[src/hybridPkg.sv]
package hybridPkg;

    // Decimation and window geometry
    localparam int BITS_PER_FRAME = 4;
    localparam int PHASE_WIDTH = $clog2(BITS_PER_FRAME);
    localparam int WINDOW_FRAMES = 4;
    localparam int WINDOW_BITS = WINDOW_FRAMES * BITS_PER_FRAME;

    // Fill and output timing
    localparam int FILL_FRAMES = 4;
    localparam int FRAME_CNT_WIDTH = $clog2(FILL_FRAMES + 1);
    localparam int OUT_LATENCY = 3;

    localparam logic [PHASE_WIDTH-1:0] LAST_PHASE = PHASE_WIDTH'(BITS_PER_FRAME - 1);
    localparam logic [FRAME_CNT_WIDTH-1:0] FILL_COUNT = FRAME_CNT_WIDTH'(FILL_FRAMES);
    localparam logic [FRAME_CNT_WIDTH-1:0] LAST_FILL = FRAME_CNT_WIDTH'(FILL_FRAMES - 1);

    // Q0.15 coefficients, state in 8.15 plus sign
    localparam int COEF_WIDTH = 16;
    localparam int COEF_FRAC = 15;
    localparam int STATE_WIDTH = 24;
    localparam int PROD_WIDTH = STATE_WIDTH + COEF_WIDTH;
    localparam int SUM_WIDTH = STATE_WIDTH + 1;

    // Output format
    localparam int OUT_WIDTH = 14;
    localparam int OUT_SHIFT = 2;
    localparam logic signed [OUT_WIDTH-1:0] OUT_MAX = {1'b0, {(OUT_WIDTH - 1){1'b1}}};
    localparam logic signed [OUT_WIDTH-1:0] OUT_MIN = {1'b1, {(OUT_WIDTH - 1){1'b0}}};
    localparam logic [OUT_WIDTH-1:0] OUT_MID = {1'b1, {(OUT_WIDTH - 1){1'b0}}};

    // Lookahead FIR taps, index 0 weights the newest bit
    localparam logic signed [COEF_WIDTH-1:0] HB_COEF [WINDOW_BITS] = '{
        16'sd2400, 16'sd2200, 16'sd2000, 16'sd1800,
        16'sd1600, 16'sd1400, 16'sd1200, 16'sd1000,
        16'sd900,  16'sd800,  16'sd700,  16'sd600,
        16'sd500,  16'sd400,  16'sd300,  16'sd200
    };

    // Leaving frame into the recursion
    localparam logic signed [COEF_WIDTH-1:0] FF_RE [BITS_PER_FRAME] = '{
        16'sd3000, 16'sd2600, 16'sd2200, 16'sd1800
    };
    localparam logic signed [COEF_WIDTH-1:0] FF_IM [BITS_PER_FRAME] = '{
        -16'sd1200, -16'sd800, -16'sd400, 16'sd0
    };

    // Pole per frame, magnitude about 0.67
    localparam logic signed [COEF_WIDTH-1:0] POLE_RE = 16'sd19661;
    localparam logic signed [COEF_WIDTH-1:0] POLE_IM = 16'sd9830;

    // Output weight of the lookback branch
    localparam logic signed [COEF_WIDTH-1:0] WEIGHT_RE = 16'sd29491;
    localparam logic signed [COEF_WIDTH-1:0] WEIGHT_IM = 16'sd3277;

    // Control state
    typedef enum logic {
        FILLING = 1'b0,
        RUNNING = 1'b1
    } ctrlState_t;

endpackage

[src/conversionControl.sv]
`timescale 1ns/1ps

module conversionControl (
    input  logic clkDS,
    input  logic rst,
    input  logic bitStrobe,
    output logic frameTick,
    output logic outStrobe,
    output logic outValid
);

    logic [hybridPkg::PHASE_WIDTH-1:0] bitPhase;
    logic [hybridPkg::FRAME_CNT_WIDTH-1:0] frameCount;
    logic [hybridPkg::OUT_LATENCY-1:0] tickDelay;
    hybridPkg::ctrlState_t state;
    logic lastBit;

    // Fourth bit of a frame is being captured
    assign lastBit = bitStrobe && (bitPhase == hybridPkg::LAST_PHASE);

    always_ff @(posedge clkDS or negedge rst) begin
        if (!rst) begin
            bitPhase <= '0;
            frameTick <= 1'b0;
        end else begin
            frameTick <= lastBit;
            if (lastBit) begin
                bitPhase <= '0;
            end else if (bitStrobe) begin
                bitPhase <= bitPhase + 1'b1;
            end
        end
    end

    // Frame count saturates once the window is full
    always_ff @(posedge clkDS or negedge rst) begin
        if (!rst) begin
            frameCount <= '0;
            state <= hybridPkg::FILLING;
        end else begin
            if (lastBit && (frameCount != hybridPkg::FILL_COUNT)) begin
                frameCount <= frameCount + 1'b1;
            end
            case (state)
                hybridPkg::FILLING: begin
                    if (lastBit && (frameCount == hybridPkg::LAST_FILL)) begin
                        state <= hybridPkg::RUNNING;
                    end
                end
                hybridPkg::RUNNING: begin
                    state <= hybridPkg::RUNNING;
                end
                default: begin
                    state <= hybridPkg::FILLING;
                end
            endcase
        end
    end

    // Tick follows the datapath, only frames counted while running get a strobe
    always_ff @(posedge clkDS or negedge rst) begin
        if (!rst) begin
            tickDelay <= '0;
            outValid <= 1'b0;
        end else begin
            tickDelay <= {tickDelay[hybridPkg::OUT_LATENCY-2:0],
                          frameTick && (state == hybridPkg::RUNNING)};
            if (tickDelay[hybridPkg::OUT_LATENCY-2]) begin
                outValid <= 1'b1;
            end
        end
    end

    assign outStrobe = tickDelay[hybridPkg::OUT_LATENCY-1];

endmodule

[src/sampleWindow.sv]
`timescale 1ns/1ps

module sampleWindow (
    input  logic clkDS,
    input  logic rst,
    input  logic bitIn,
    input  logic bitStrobe,
    output logic [hybridPkg::WINDOW_BITS-1:0] windowBits,
    output logic [hybridPkg::BITS_PER_FRAME-1:0] leavingFrame
);

    // Newest bit enters at index 0
    always_ff @(posedge clkDS or negedge rst) begin
        if (!rst) begin
            windowBits <= '0;
        end else if (bitStrobe) begin
            windowBits <= {windowBits[hybridPkg::WINDOW_BITS-2:0], bitIn};
        end
    end

    // Collects the bits pushed out of the top of the window
    // After a full frame of strobes it holds exactly the evicted frame,
    // with bit 0 being the most recently evicted one
    always_ff @(posedge clkDS or negedge rst) begin
        if (!rst) begin
            leavingFrame <= '0;
        end else if (bitStrobe) begin
            leavingFrame <= {leavingFrame[hybridPkg::BITS_PER_FRAME-2:0],
                             windowBits[hybridPkg::WINDOW_BITS-1]};
        end
    end

endmodule

[src/lookaheadFir.sv]
`timescale 1ns/1ps

module lookaheadFir (
    input  logic clkDS,
    input  logic rst,
    input  logic [hybridPkg::WINDOW_BITS-1:0] windowBits,
    input  logic frameTick,
    output logic signed [hybridPkg::STATE_WIDTH-1:0] aheadSum
);

    logic signed [hybridPkg::STATE_WIDTH-1:0] node [hybridPkg::WINDOW_BITS];
    logic signed [hybridPkg::STATE_WIDTH-1:0] treeSum;

    // Leaves are +coef for a one and -coef for a zero,
    // then pairwise reduction into node[0]
    always_comb begin
        for (int i = 0; i < hybridPkg::WINDOW_BITS; i++) begin
            node[i] = hybridPkg::HB_COEF[i];
            if (!windowBits[i]) begin
                node[i] = -node[i];
            end
        end
        for (int span = 1; span < hybridPkg::WINDOW_BITS; span = span * 2) begin
            for (int i = 0; i < hybridPkg::WINDOW_BITS; i = i + 2 * span) begin
                node[i] = node[i] + node[i+span];
            end
        end
        treeSum = node[0];
    end

    // Quiet between frames
    always_ff @(posedge clkDS or negedge rst) begin
        if (!rst) begin
            aheadSum <= '0;
        end else if (frameTick) begin
            aheadSum <= treeSum;
        end
    end

endmodule

[src/lookbackRecursion.sv]
`timescale 1ns/1ps

module lookbackRecursion (
    input  logic clkDS,
    input  logic rst,
    input  logic [hybridPkg::BITS_PER_FRAME-1:0] leavingFrame,
    input  logic frameTick,
    output logic signed [hybridPkg::STATE_WIDTH-1:0] backReal,
    output logic backReady
);

    logic signed [hybridPkg::STATE_WIDTH-1:0] inRe;
    logic signed [hybridPkg::STATE_WIDTH-1:0] inIm;
    logic signed [hybridPkg::STATE_WIDTH-1:0] stateRe;
    logic signed [hybridPkg::STATE_WIDTH-1:0] stateIm;
    logic signed [hybridPkg::STATE_WIDTH-1:0] nextRe;
    logic signed [hybridPkg::STATE_WIDTH-1:0] nextIm;
    logic signed [hybridPkg::STATE_WIDTH-1:0] weightedRe;
    logic signed [hybridPkg::PROD_WIDTH-1:0] poleRr;
    logic signed [hybridPkg::PROD_WIDTH-1:0] poleIi;
    logic signed [hybridPkg::PROD_WIDTH-1:0] poleRi;
    logic signed [hybridPkg::PROD_WIDTH-1:0] poleIr;
    logic signed [hybridPkg::PROD_WIDTH-1:0] weightRr;
    logic signed [hybridPkg::PROD_WIDTH-1:0] weightIi;
    logic stateFresh;

    // Input contribution of the evicted frame
    always_comb begin
        inRe = '0;
        inIm = '0;
        for (int j = 0; j < hybridPkg::BITS_PER_FRAME; j++) begin
            if (leavingFrame[j]) begin
                inRe = inRe + hybridPkg::FF_RE[j];
                inIm = inIm + hybridPkg::FF_IM[j];
            end else begin
                inRe = inRe - hybridPkg::FF_RE[j];
                inIm = inIm - hybridPkg::FF_IM[j];
            end
        end
    end

    // Pole times state, real and imaginary cross terms
    assign poleRr = stateRe * hybridPkg::POLE_RE;
    assign poleIi = stateIm * hybridPkg::POLE_IM;
    assign poleRi = stateIm * hybridPkg::POLE_RE;
    assign poleIr = stateRe * hybridPkg::POLE_IM;

    // Slicing above COEF_FRAC is the arithmetic shift back to 8.15
    assign nextRe = $signed(poleRr[hybridPkg::COEF_FRAC +: hybridPkg::STATE_WIDTH])
                  - $signed(poleIi[hybridPkg::COEF_FRAC +: hybridPkg::STATE_WIDTH])
                  + inRe;
    assign nextIm = $signed(poleRi[hybridPkg::COEF_FRAC +: hybridPkg::STATE_WIDTH])
                  + $signed(poleIr[hybridPkg::COEF_FRAC +: hybridPkg::STATE_WIDTH])
                  + inIm;

    always_ff @(posedge clkDS or negedge rst) begin
        if (!rst) begin
            stateRe <= '0;
            stateIm <= '0;
            stateFresh <= 1'b0;
            backReady <= 1'b0;
        end else begin
            stateFresh <= frameTick;
            backReady <= stateFresh;
            if (frameTick) begin
                stateRe <= nextRe;
                stateIm <= nextIm;
            end
        end
    end

    // Only the real part of the weighted state is needed
    assign weightRr = stateRe * hybridPkg::WEIGHT_RE;
    assign weightIi = stateIm * hybridPkg::WEIGHT_IM;
    assign weightedRe = $signed(weightRr[hybridPkg::COEF_FRAC +: hybridPkg::STATE_WIDTH])
                      - $signed(weightIi[hybridPkg::COEF_FRAC +: hybridPkg::STATE_WIDTH]);

    always_ff @(posedge clkDS) begin
        if (stateFresh) begin
            backReal <= weightedRe;
        end
    end

endmodule

[src/resultCombiner.sv]
`timescale 1ns/1ps

module resultCombiner (
    input  logic clkDS,
    input  logic rst,
    input  logic signed [hybridPkg::STATE_WIDTH-1:0] aheadSum,
    input  logic frameTick,
    input  logic signed [hybridPkg::STATE_WIDTH-1:0] backReal,
    input  logic backReady,
    output logic [hybridPkg::OUT_WIDTH-1:0] out
);

    logic tickDly;
    logic signed [hybridPkg::STATE_WIDTH-1:0] aheadAligned;
    logic signed [hybridPkg::SUM_WIDTH-1:0] sumFull;
    logic signed [hybridPkg::SUM_WIDTH-1:0] sumScaled;
    logic signed [hybridPkg::OUT_WIDTH-1:0] satValue;

    always_ff @(posedge clkDS or negedge rst) begin
        if (!rst) begin
            tickDly <= 1'b0;
        end else begin
            tickDly <= frameTick;
        end
    end

    // One extra stage so the lookahead sum lines up with backReal
    always_ff @(posedge clkDS) begin
        if (tickDly) begin
            aheadAligned <= aheadSum;
        end
    end

    assign sumFull = aheadAligned + backReal;
    assign sumScaled = sumFull >>> hybridPkg::OUT_SHIFT;

    // Clamp to the signed output range
    always_comb begin
        if (sumScaled > hybridPkg::OUT_MAX) begin
            satValue = hybridPkg::OUT_MAX;
        end else if (sumScaled < hybridPkg::OUT_MIN) begin
            satValue = hybridPkg::OUT_MIN;
        end else begin
            satValue = sumScaled[hybridPkg::OUT_WIDTH-1:0];
        end
    end

    // Offset binary by flipping the sign bit
    always_ff @(posedge clkDS or negedge rst) begin
        if (!rst) begin
            out <= hybridPkg::OUT_MID;
        end else if (backReady) begin
            out <= {~satValue[hybridPkg::OUT_WIDTH-1], satValue[hybridPkg::OUT_WIDTH-2:0]};
        end
    end

endmodule

[src/hybridConverterTop.sv]
`timescale 1ns/1ps

module hybridConverterTop (
    input  logic clkDS,
    input  logic rst,
    input  logic bitIn,
    input  logic bitStrobe,
    output logic [hybridPkg::OUT_WIDTH-1:0] out,
    output logic outStrobe,
    output logic outValid
);

    logic frameTick;
    logic [hybridPkg::WINDOW_BITS-1:0] windowBits;
    logic [hybridPkg::BITS_PER_FRAME-1:0] leavingFrame;
    logic signed [hybridPkg::STATE_WIDTH-1:0] aheadSum;
    logic signed [hybridPkg::STATE_WIDTH-1:0] backReal;
    logic backReady;

    conversionControl u_conversionControl (
        .clkDS     (clkDS),
        .rst       (rst),
        .bitStrobe (bitStrobe),
        .frameTick (frameTick),
        .outStrobe (outStrobe),
        .outValid  (outValid)
    );

    sampleWindow u_sampleWindow (
        .clkDS        (clkDS),
        .rst          (rst),
        .bitIn        (bitIn),
        .bitStrobe    (bitStrobe),
        .windowBits   (windowBits),
        .leavingFrame (leavingFrame)
    );

    lookaheadFir u_lookaheadFir (
        .clkDS      (clkDS),
        .rst        (rst),
        .windowBits (windowBits),
        .frameTick  (frameTick),
        .aheadSum   (aheadSum)
    );

    lookbackRecursion u_lookbackRecursion (
        .clkDS        (clkDS),
        .rst          (rst),
        .leavingFrame (leavingFrame),
        .frameTick    (frameTick),
        .backReal     (backReal),
        .backReady    (backReady)
    );

    resultCombiner u_resultCombiner (
        .clkDS     (clkDS),
        .rst       (rst),
        .aheadSum  (aheadSum),
        .frameTick (frameTick),
        .backReal  (backReal),
        .backReady (backReady),
        .out       (out)
    );

endmodule

[config.mk]
export PLATFORM = sky130hd
export DESIGN_NAME = hybridConverterTop
export DESIGN_NICKNAME = d
export VERILOG_FILES = /design/src/hybridPkg.sv /design/src/conversionControl.sv /design/src/sampleWindow.sv /design/src/lookaheadFir.sv /design/src/lookbackRecursion.sv /design/src/resultCombiner.sv /design/src/hybridConverterTop.sv
export SDC_FILE = /design/constraint.sdc
export NUM_CORES = 2
export LEC_CHECK = 0
export ABC_AREA = 1
export BUFFER_PORTS_ARGS = -buffer_cell sky130_fd_sc_hd__buf_4
export CAP_MARGIN = 5
export CORE_MARGIN = 3
export CORE_UTILIZATION = 55
export DETAILED_ROUTE_END_ITERATION = 12
export GPL_TIMING_DRIVEN = 1
export HOLD_SLACK_MARGIN = 0.15
export PLACE_DENSITY = 0.84
export SETUP_SLACK_MARGIN = 0.05
export SLEW_MARGIN = 20
export SYNTH_ARGS = -nofsm -noshare
export SYNTH_HDL_FRONTEND = slang
export SYNTH_SLANG_ARGS = --single-unit
[constraint.sdc]
create_clock -name clkDS -period 6.9 [get_ports clkDS]
set_clock_uncertainty 0.15 [all_clocks]
set_input_delay 1.38 -clock clkDS [delete_from_list [all_inputs] [get_ports clkDS]]
set_output_delay 1.38 -clock clkDS [all_outputs]
set_load 0.01 [all_outputs]
==> out/summary.log <==
qor: worst_setup_path.critical_path.reg2reg.startpoint u_lookbackRecursion.stateIm[7]
qor: yosys.number_of_flops_mapped_to_enable_cells_by_yosys 43
qor: yosys.synth_warnings 0
qor: sta.setup_viol 35
qor: clocking.clock_sink_count 159
qor: yosys.number_of_synthesized_register_bits 159
qor: sta.slew_violations 0
qor: sta.setup_total_negative_slack -7087 ps
qor: worst_setup_path.setup.worst_path.start_class register
qor: yosys.synth.net_count 7941
qor: yosys.post_synth_inst_count 6270
qor: yosys.synth_cell_types 60
qor: global_routing.grt_pass1_vias 49260
qor: clocking.clk_root_buffer_cell sky130_fd_sc_hd__clkbuf_16
qor: yosys.synth.yosys.seq_area_share 8.112%
qor: worst_setup_path.critical_path_arrival 7590 ps
qor: clocking.clock_insertion_delay_worst_skew 520 ps
qor: detailed_routing.dr.pass1.iters 8
qor: detailed_routing.drtIter0Drc 3986
qor: detailed_routing.wire_per_inst 20.57 um
qor: floorplan.die_h 312.7 um
qor: worst_setup_path.cp.required 7180 ps
qor: sta.fmax 136.7 MHz
qor: layout.area_growth_syn_to_layout 31.75%
qor: placed_design.io_buffer_count 19
qor: sta.tightest_slew 981.0 ps
qor: run_status.result_of_the_run finished, violations left
qor: worst_setup_path.critical-path-slowest-cell sky130_fd_sc_hd__fa_2
qor: min_path.hold_wc_startpoint u_conversionControl.tickDelay[0]
qor: yosys.ys_async_sr_fraction 72.96%
qor: run.maxCapViolations 0
qor: run_status.failed_checks setup timing
qor: floorplan.core-area 92500 um2
qor: yosys.mappedNetlistArea 51720 um2
qor: floorplan.floorplan.initialDensity 55.91%
qor: worst_setup_path.crit_family adder cells
qor: clocking.cts-root-to-sink-buffers 2
qor: sta.final_hold_viol_count 0
qor: sta.period_needed 7316 ps
qor: worst_setup_path.critPathKind reg -> reg
qor: floorplan.fp.dieArea 97750 um2
qor: global_routing.global_route.overflow_total 0
qor: yosys.postSynth.topFlopCell sky130_fd_sc_hd__dfrtp_1
qor: worst_setup_path.path_buf_inv 7
qor: sta.setup_slack -415.6 ps
qor: detailed_routing.postRouteAntennaNets 0
qor: floorplan.placement_rows 111
qor: worst_setup_path.critical_path.max_stage_delay 550 ps
qor: placed_design.place_hpwl 145.1 mm
qor: sta.rsz0062_at_grt true
qor: placed_design.dp_worst_setup_slack -767.9 ps
qor: placed_design.routabilityCongestion 1.047
qor: yosys.post_synth.cell_area_avg 8.249 um2
qor: sta.timing.slew.headroom 33.91%
qor: layout.num-fill-cells 6524
qor: floorplan.chipWidth 312.7 um
qor: clocking.cts_hold_repair.buffers 0
qor: clocking.cts.clk_slew.worst_paths 90 ps
qor: global_routing.grt_first_pass_wirelength 267.3 mm
qor: sta.layout_worst_path_cycle_share 106.0%
qor: layout.post_route_cells_drive_above_1_share 28.25%
qor: worst_setup_path.crit_path_frequent_cell sky130_fd_sc_hd__ha_4
qor: worst_setup_path.critical_path_peak_fanout 3
qor: detailed_routing.routed_wirelength 178.4 mm
qor: global_routing.groute.usage.overall 35.25%
qor: clocking.cts_tree built
qor: min_path.min_path_type reg -> reg
qor: global_routing.antenna_found_initial 1
qor: layout.layout.nets 9085
qor: global_routing.pin_count_of_the_biggest_net_entering_global_routing 79
qor: worst_setup_path.crit_path_end_kind register
qor: detailed_routing.remaining_drc_errors 0
qor: detailed_routing.dr_total_vias 47480
qor: floorplan.io-pin-count 20
qor: clocking.h-tree-depth 4
qor: detailed_routing.vias_per_cell 5.475
qor: clocking.cts_made_buffers 17
qor: worst_setup_path.worstSetupStartpoint u_lookbackRecursion.stateIm[7]
-- per-stage QoR --
step           utilization (%)  hold slack, ps  cell area, um2  instances
2_1_floorplan                -           181.2           51760       6270
3_3_place_gp             65.91           185.6           60960       8518
3_5_place_dp             65.91           203.6           60960       8518
4_1_cts                  70.14           223.5           64880       8607
5_1_grt                  73.66           229.2           68140       8670
6_report                 73.67           215.5           68140       8671
-- metal layers --
layer / up-vias / global-route usage, % / share of wire (%)
met1: 23360 / 46.17 / 39
met3: 545 / 5.217 / 7.9
li1: 21520 / - / -
met4: 2 / 15.20 / 5.6
met5: - / 0 / 0.0067
met2: 2049 / 58.46 / 47
-- synthesized netlist by cell type, types with 5 or more instances --
cell type	n	area, um2
sky130_fd_sc_hd__nand2_2	18	112.6
sky130_fd_sc_hd__nand3_1	133	665.6
sky130_fd_sc_hd__a21oi_2	12	105.1
sky130_fd_sc_hd__nand4_1	42	262.8
sky130_fd_sc_hd__ha_1	797	9972
sky130_fd_sc_hd__inv_2	5	18.77
sky130_fd_sc_hd__nor3_1	36	180.2
sky130_fd_sc_hd__nor4_1	17	106.4
sky130_fd_sc_hd__xnor2_1	98	858.3
sky130_fd_sc_hd__xor2_1	156	1366
sky130_fd_sc_hd__clkbuf_1	22	82.58
sky130_fd_sc_hd__a31oi_1	39	244.0
sky130_fd_sc_hd__o21ai_0	281	1406
sky130_fd_sc_hd__nand2_1	891	3344
sky130_fd_sc_hd__o21ai_1	27	135.1
sky130_fd_sc_hd__o21a_1	18	135.1
sky130_fd_sc_hd__or2_2	30	187.7
sky130_fd_sc_hd__o211ai_1	11	82.58
sky130_fd_sc_hd__inv_1	1747	6558
sky130_fd_sc_hd__dfrtp_1	115	2878
sky130_fd_sc_hd__a21oi_1	370	1852
sky130_fd_sc_hd__a211oi_1	11	82.58
sky130_fd_sc_hd__a21o_1	37	277.8
sky130_fd_sc_hd__a21boi_0	10	75.07
sky130_fd_sc_hd__nand3b_1	6	45.04
sky130_fd_sc_hd__edfxtp_1	43	1291
sky130_fd_sc_hd__nor2_1	355	1333
sky130_fd_sc_hd__fa_1	870	17420
sky130_fd_sc_hd__o21bai_1	16	120.1
-- sequential cells by signal, indices dropped and copies added, names as in the netlist, 2 cells and up --
register / flops
u_conversionControl.bitPhase: 2
u_conversionControl.frameCount: 3
u_conversionControl.tickDelay: 3
u_lookaheadFir.aheadSum: 21
u_lookbackRecursion.backReal: 22
u_lookbackRecursion.stateIm: 24
u_lookbackRecursion.stateRe: 24
u_resultCombiner.aheadAligned: 21
u_resultCombiner.out: 14
u_sampleWindow.leavingFrame: 4
u_sampleWindow.windowBits: 16
-- repair_timing --
item / CTS / global route
setup endpoints to repair: 56 / 62
pin swaps: 175 / 274
buffers inserted: 60 / 77
gates resized for setup: 568 / 644
-- cells in the final DEF (no fill, tap or decap), types with 65 or more instances in the layout --
cell type | synthesis | routed
sky130_fd_sc_hd__nand2_2 | 18 | 100
sky130_fd_sc_hd__nor2_1 | 355 | 284
sky130_fd_sc_hd__xor2_1 | 156 | 125
sky130_fd_sc_hd__buf_6 | 0 | 101
sky130_fd_sc_hd__ha_1 | 797 | 637
sky130_fd_sc_hd__a21oi_2 | 12 | 105
sky130_fd_sc_hd__a21oi_1 | 370 | 237
sky130_fd_sc_hd__inv_1 | 1747 | 1661
sky130_fd_sc_hd__nand2_1 | 891 | 772
sky130_fd_sc_hd__buf_4 | 1 | 1050
sky130_fd_sc_hd__inv_2 | 5 | 83
sky130_fd_sc_hd__fa_1 | 870 | 846
sky130_fd_sc_hd__ha_4 | 0 | 149
sky130_fd_sc_hd__o21ai_0 | 281 | 187
sky130_fd_sc_hd__nand3_1 | 133 | 111
sky130_fd_sc_hd__xnor2_1 | 98 | 65
sky130_fd_sc_hd__dfrtp_1 | 115 | 80
-- cell families (layout without fill, tap and decap cells) --
logic type / after synthesis / after routing / share of synthesized area (%)
mux: 2 / 2 / 0.04113
simple gates: 1546 / 1546 / 12.33
buf+inv: 1780 / 2937 / 12.96
fa+ha+maj: 1667 / 1667 / 52.96
compound gates: 861 / 861 / 9.239
flops: 159 / 159 / 8.112
xor+xnor: 255 / 255 / 4.355
other cells: 0 / 1 / 0
-- cell type report --
cell class / count / area [um2] / area share (%)
tap: 1243 / 1555 / 2.282
multi-input combinational: 4331 / 46070 / 67.61
antenna: 1 / 2.502 / 0.003673
sequential: 159 / 4244 / 6.229
clock inverter: 15 / 181.4 / 0.2663
clock buffer: 17 / 425.4 / 0.6243
inverter: 1752 / 6599 / 9.685
timing repair buffer: 1153 / 9060 / 13.30
-- final timing paths --
check | depth (start not counted) | slack, ps | to
max reg2reg | 30 | -420 | u_lookbackRecursion.stateRe[17]
min | 0 | 220 | u_conversionControl.tickDelay[1]
min reg2reg | 0 | 220 | u_conversionControl.tickDelay[1]
max in group asynchronous | 2 | 4500 | u_lookbackRecursion.stateIm[3]
max | 30 | -420 | u_lookbackRecursion.stateRe[17]
min in group asynchronous | 1 | 820 | u_lookbackRecursion.stateRe[0]
Power is left out: the tool's default activity adds up to more than one toggle a clock period on the data nets, which glitch-free logic cannot reach.
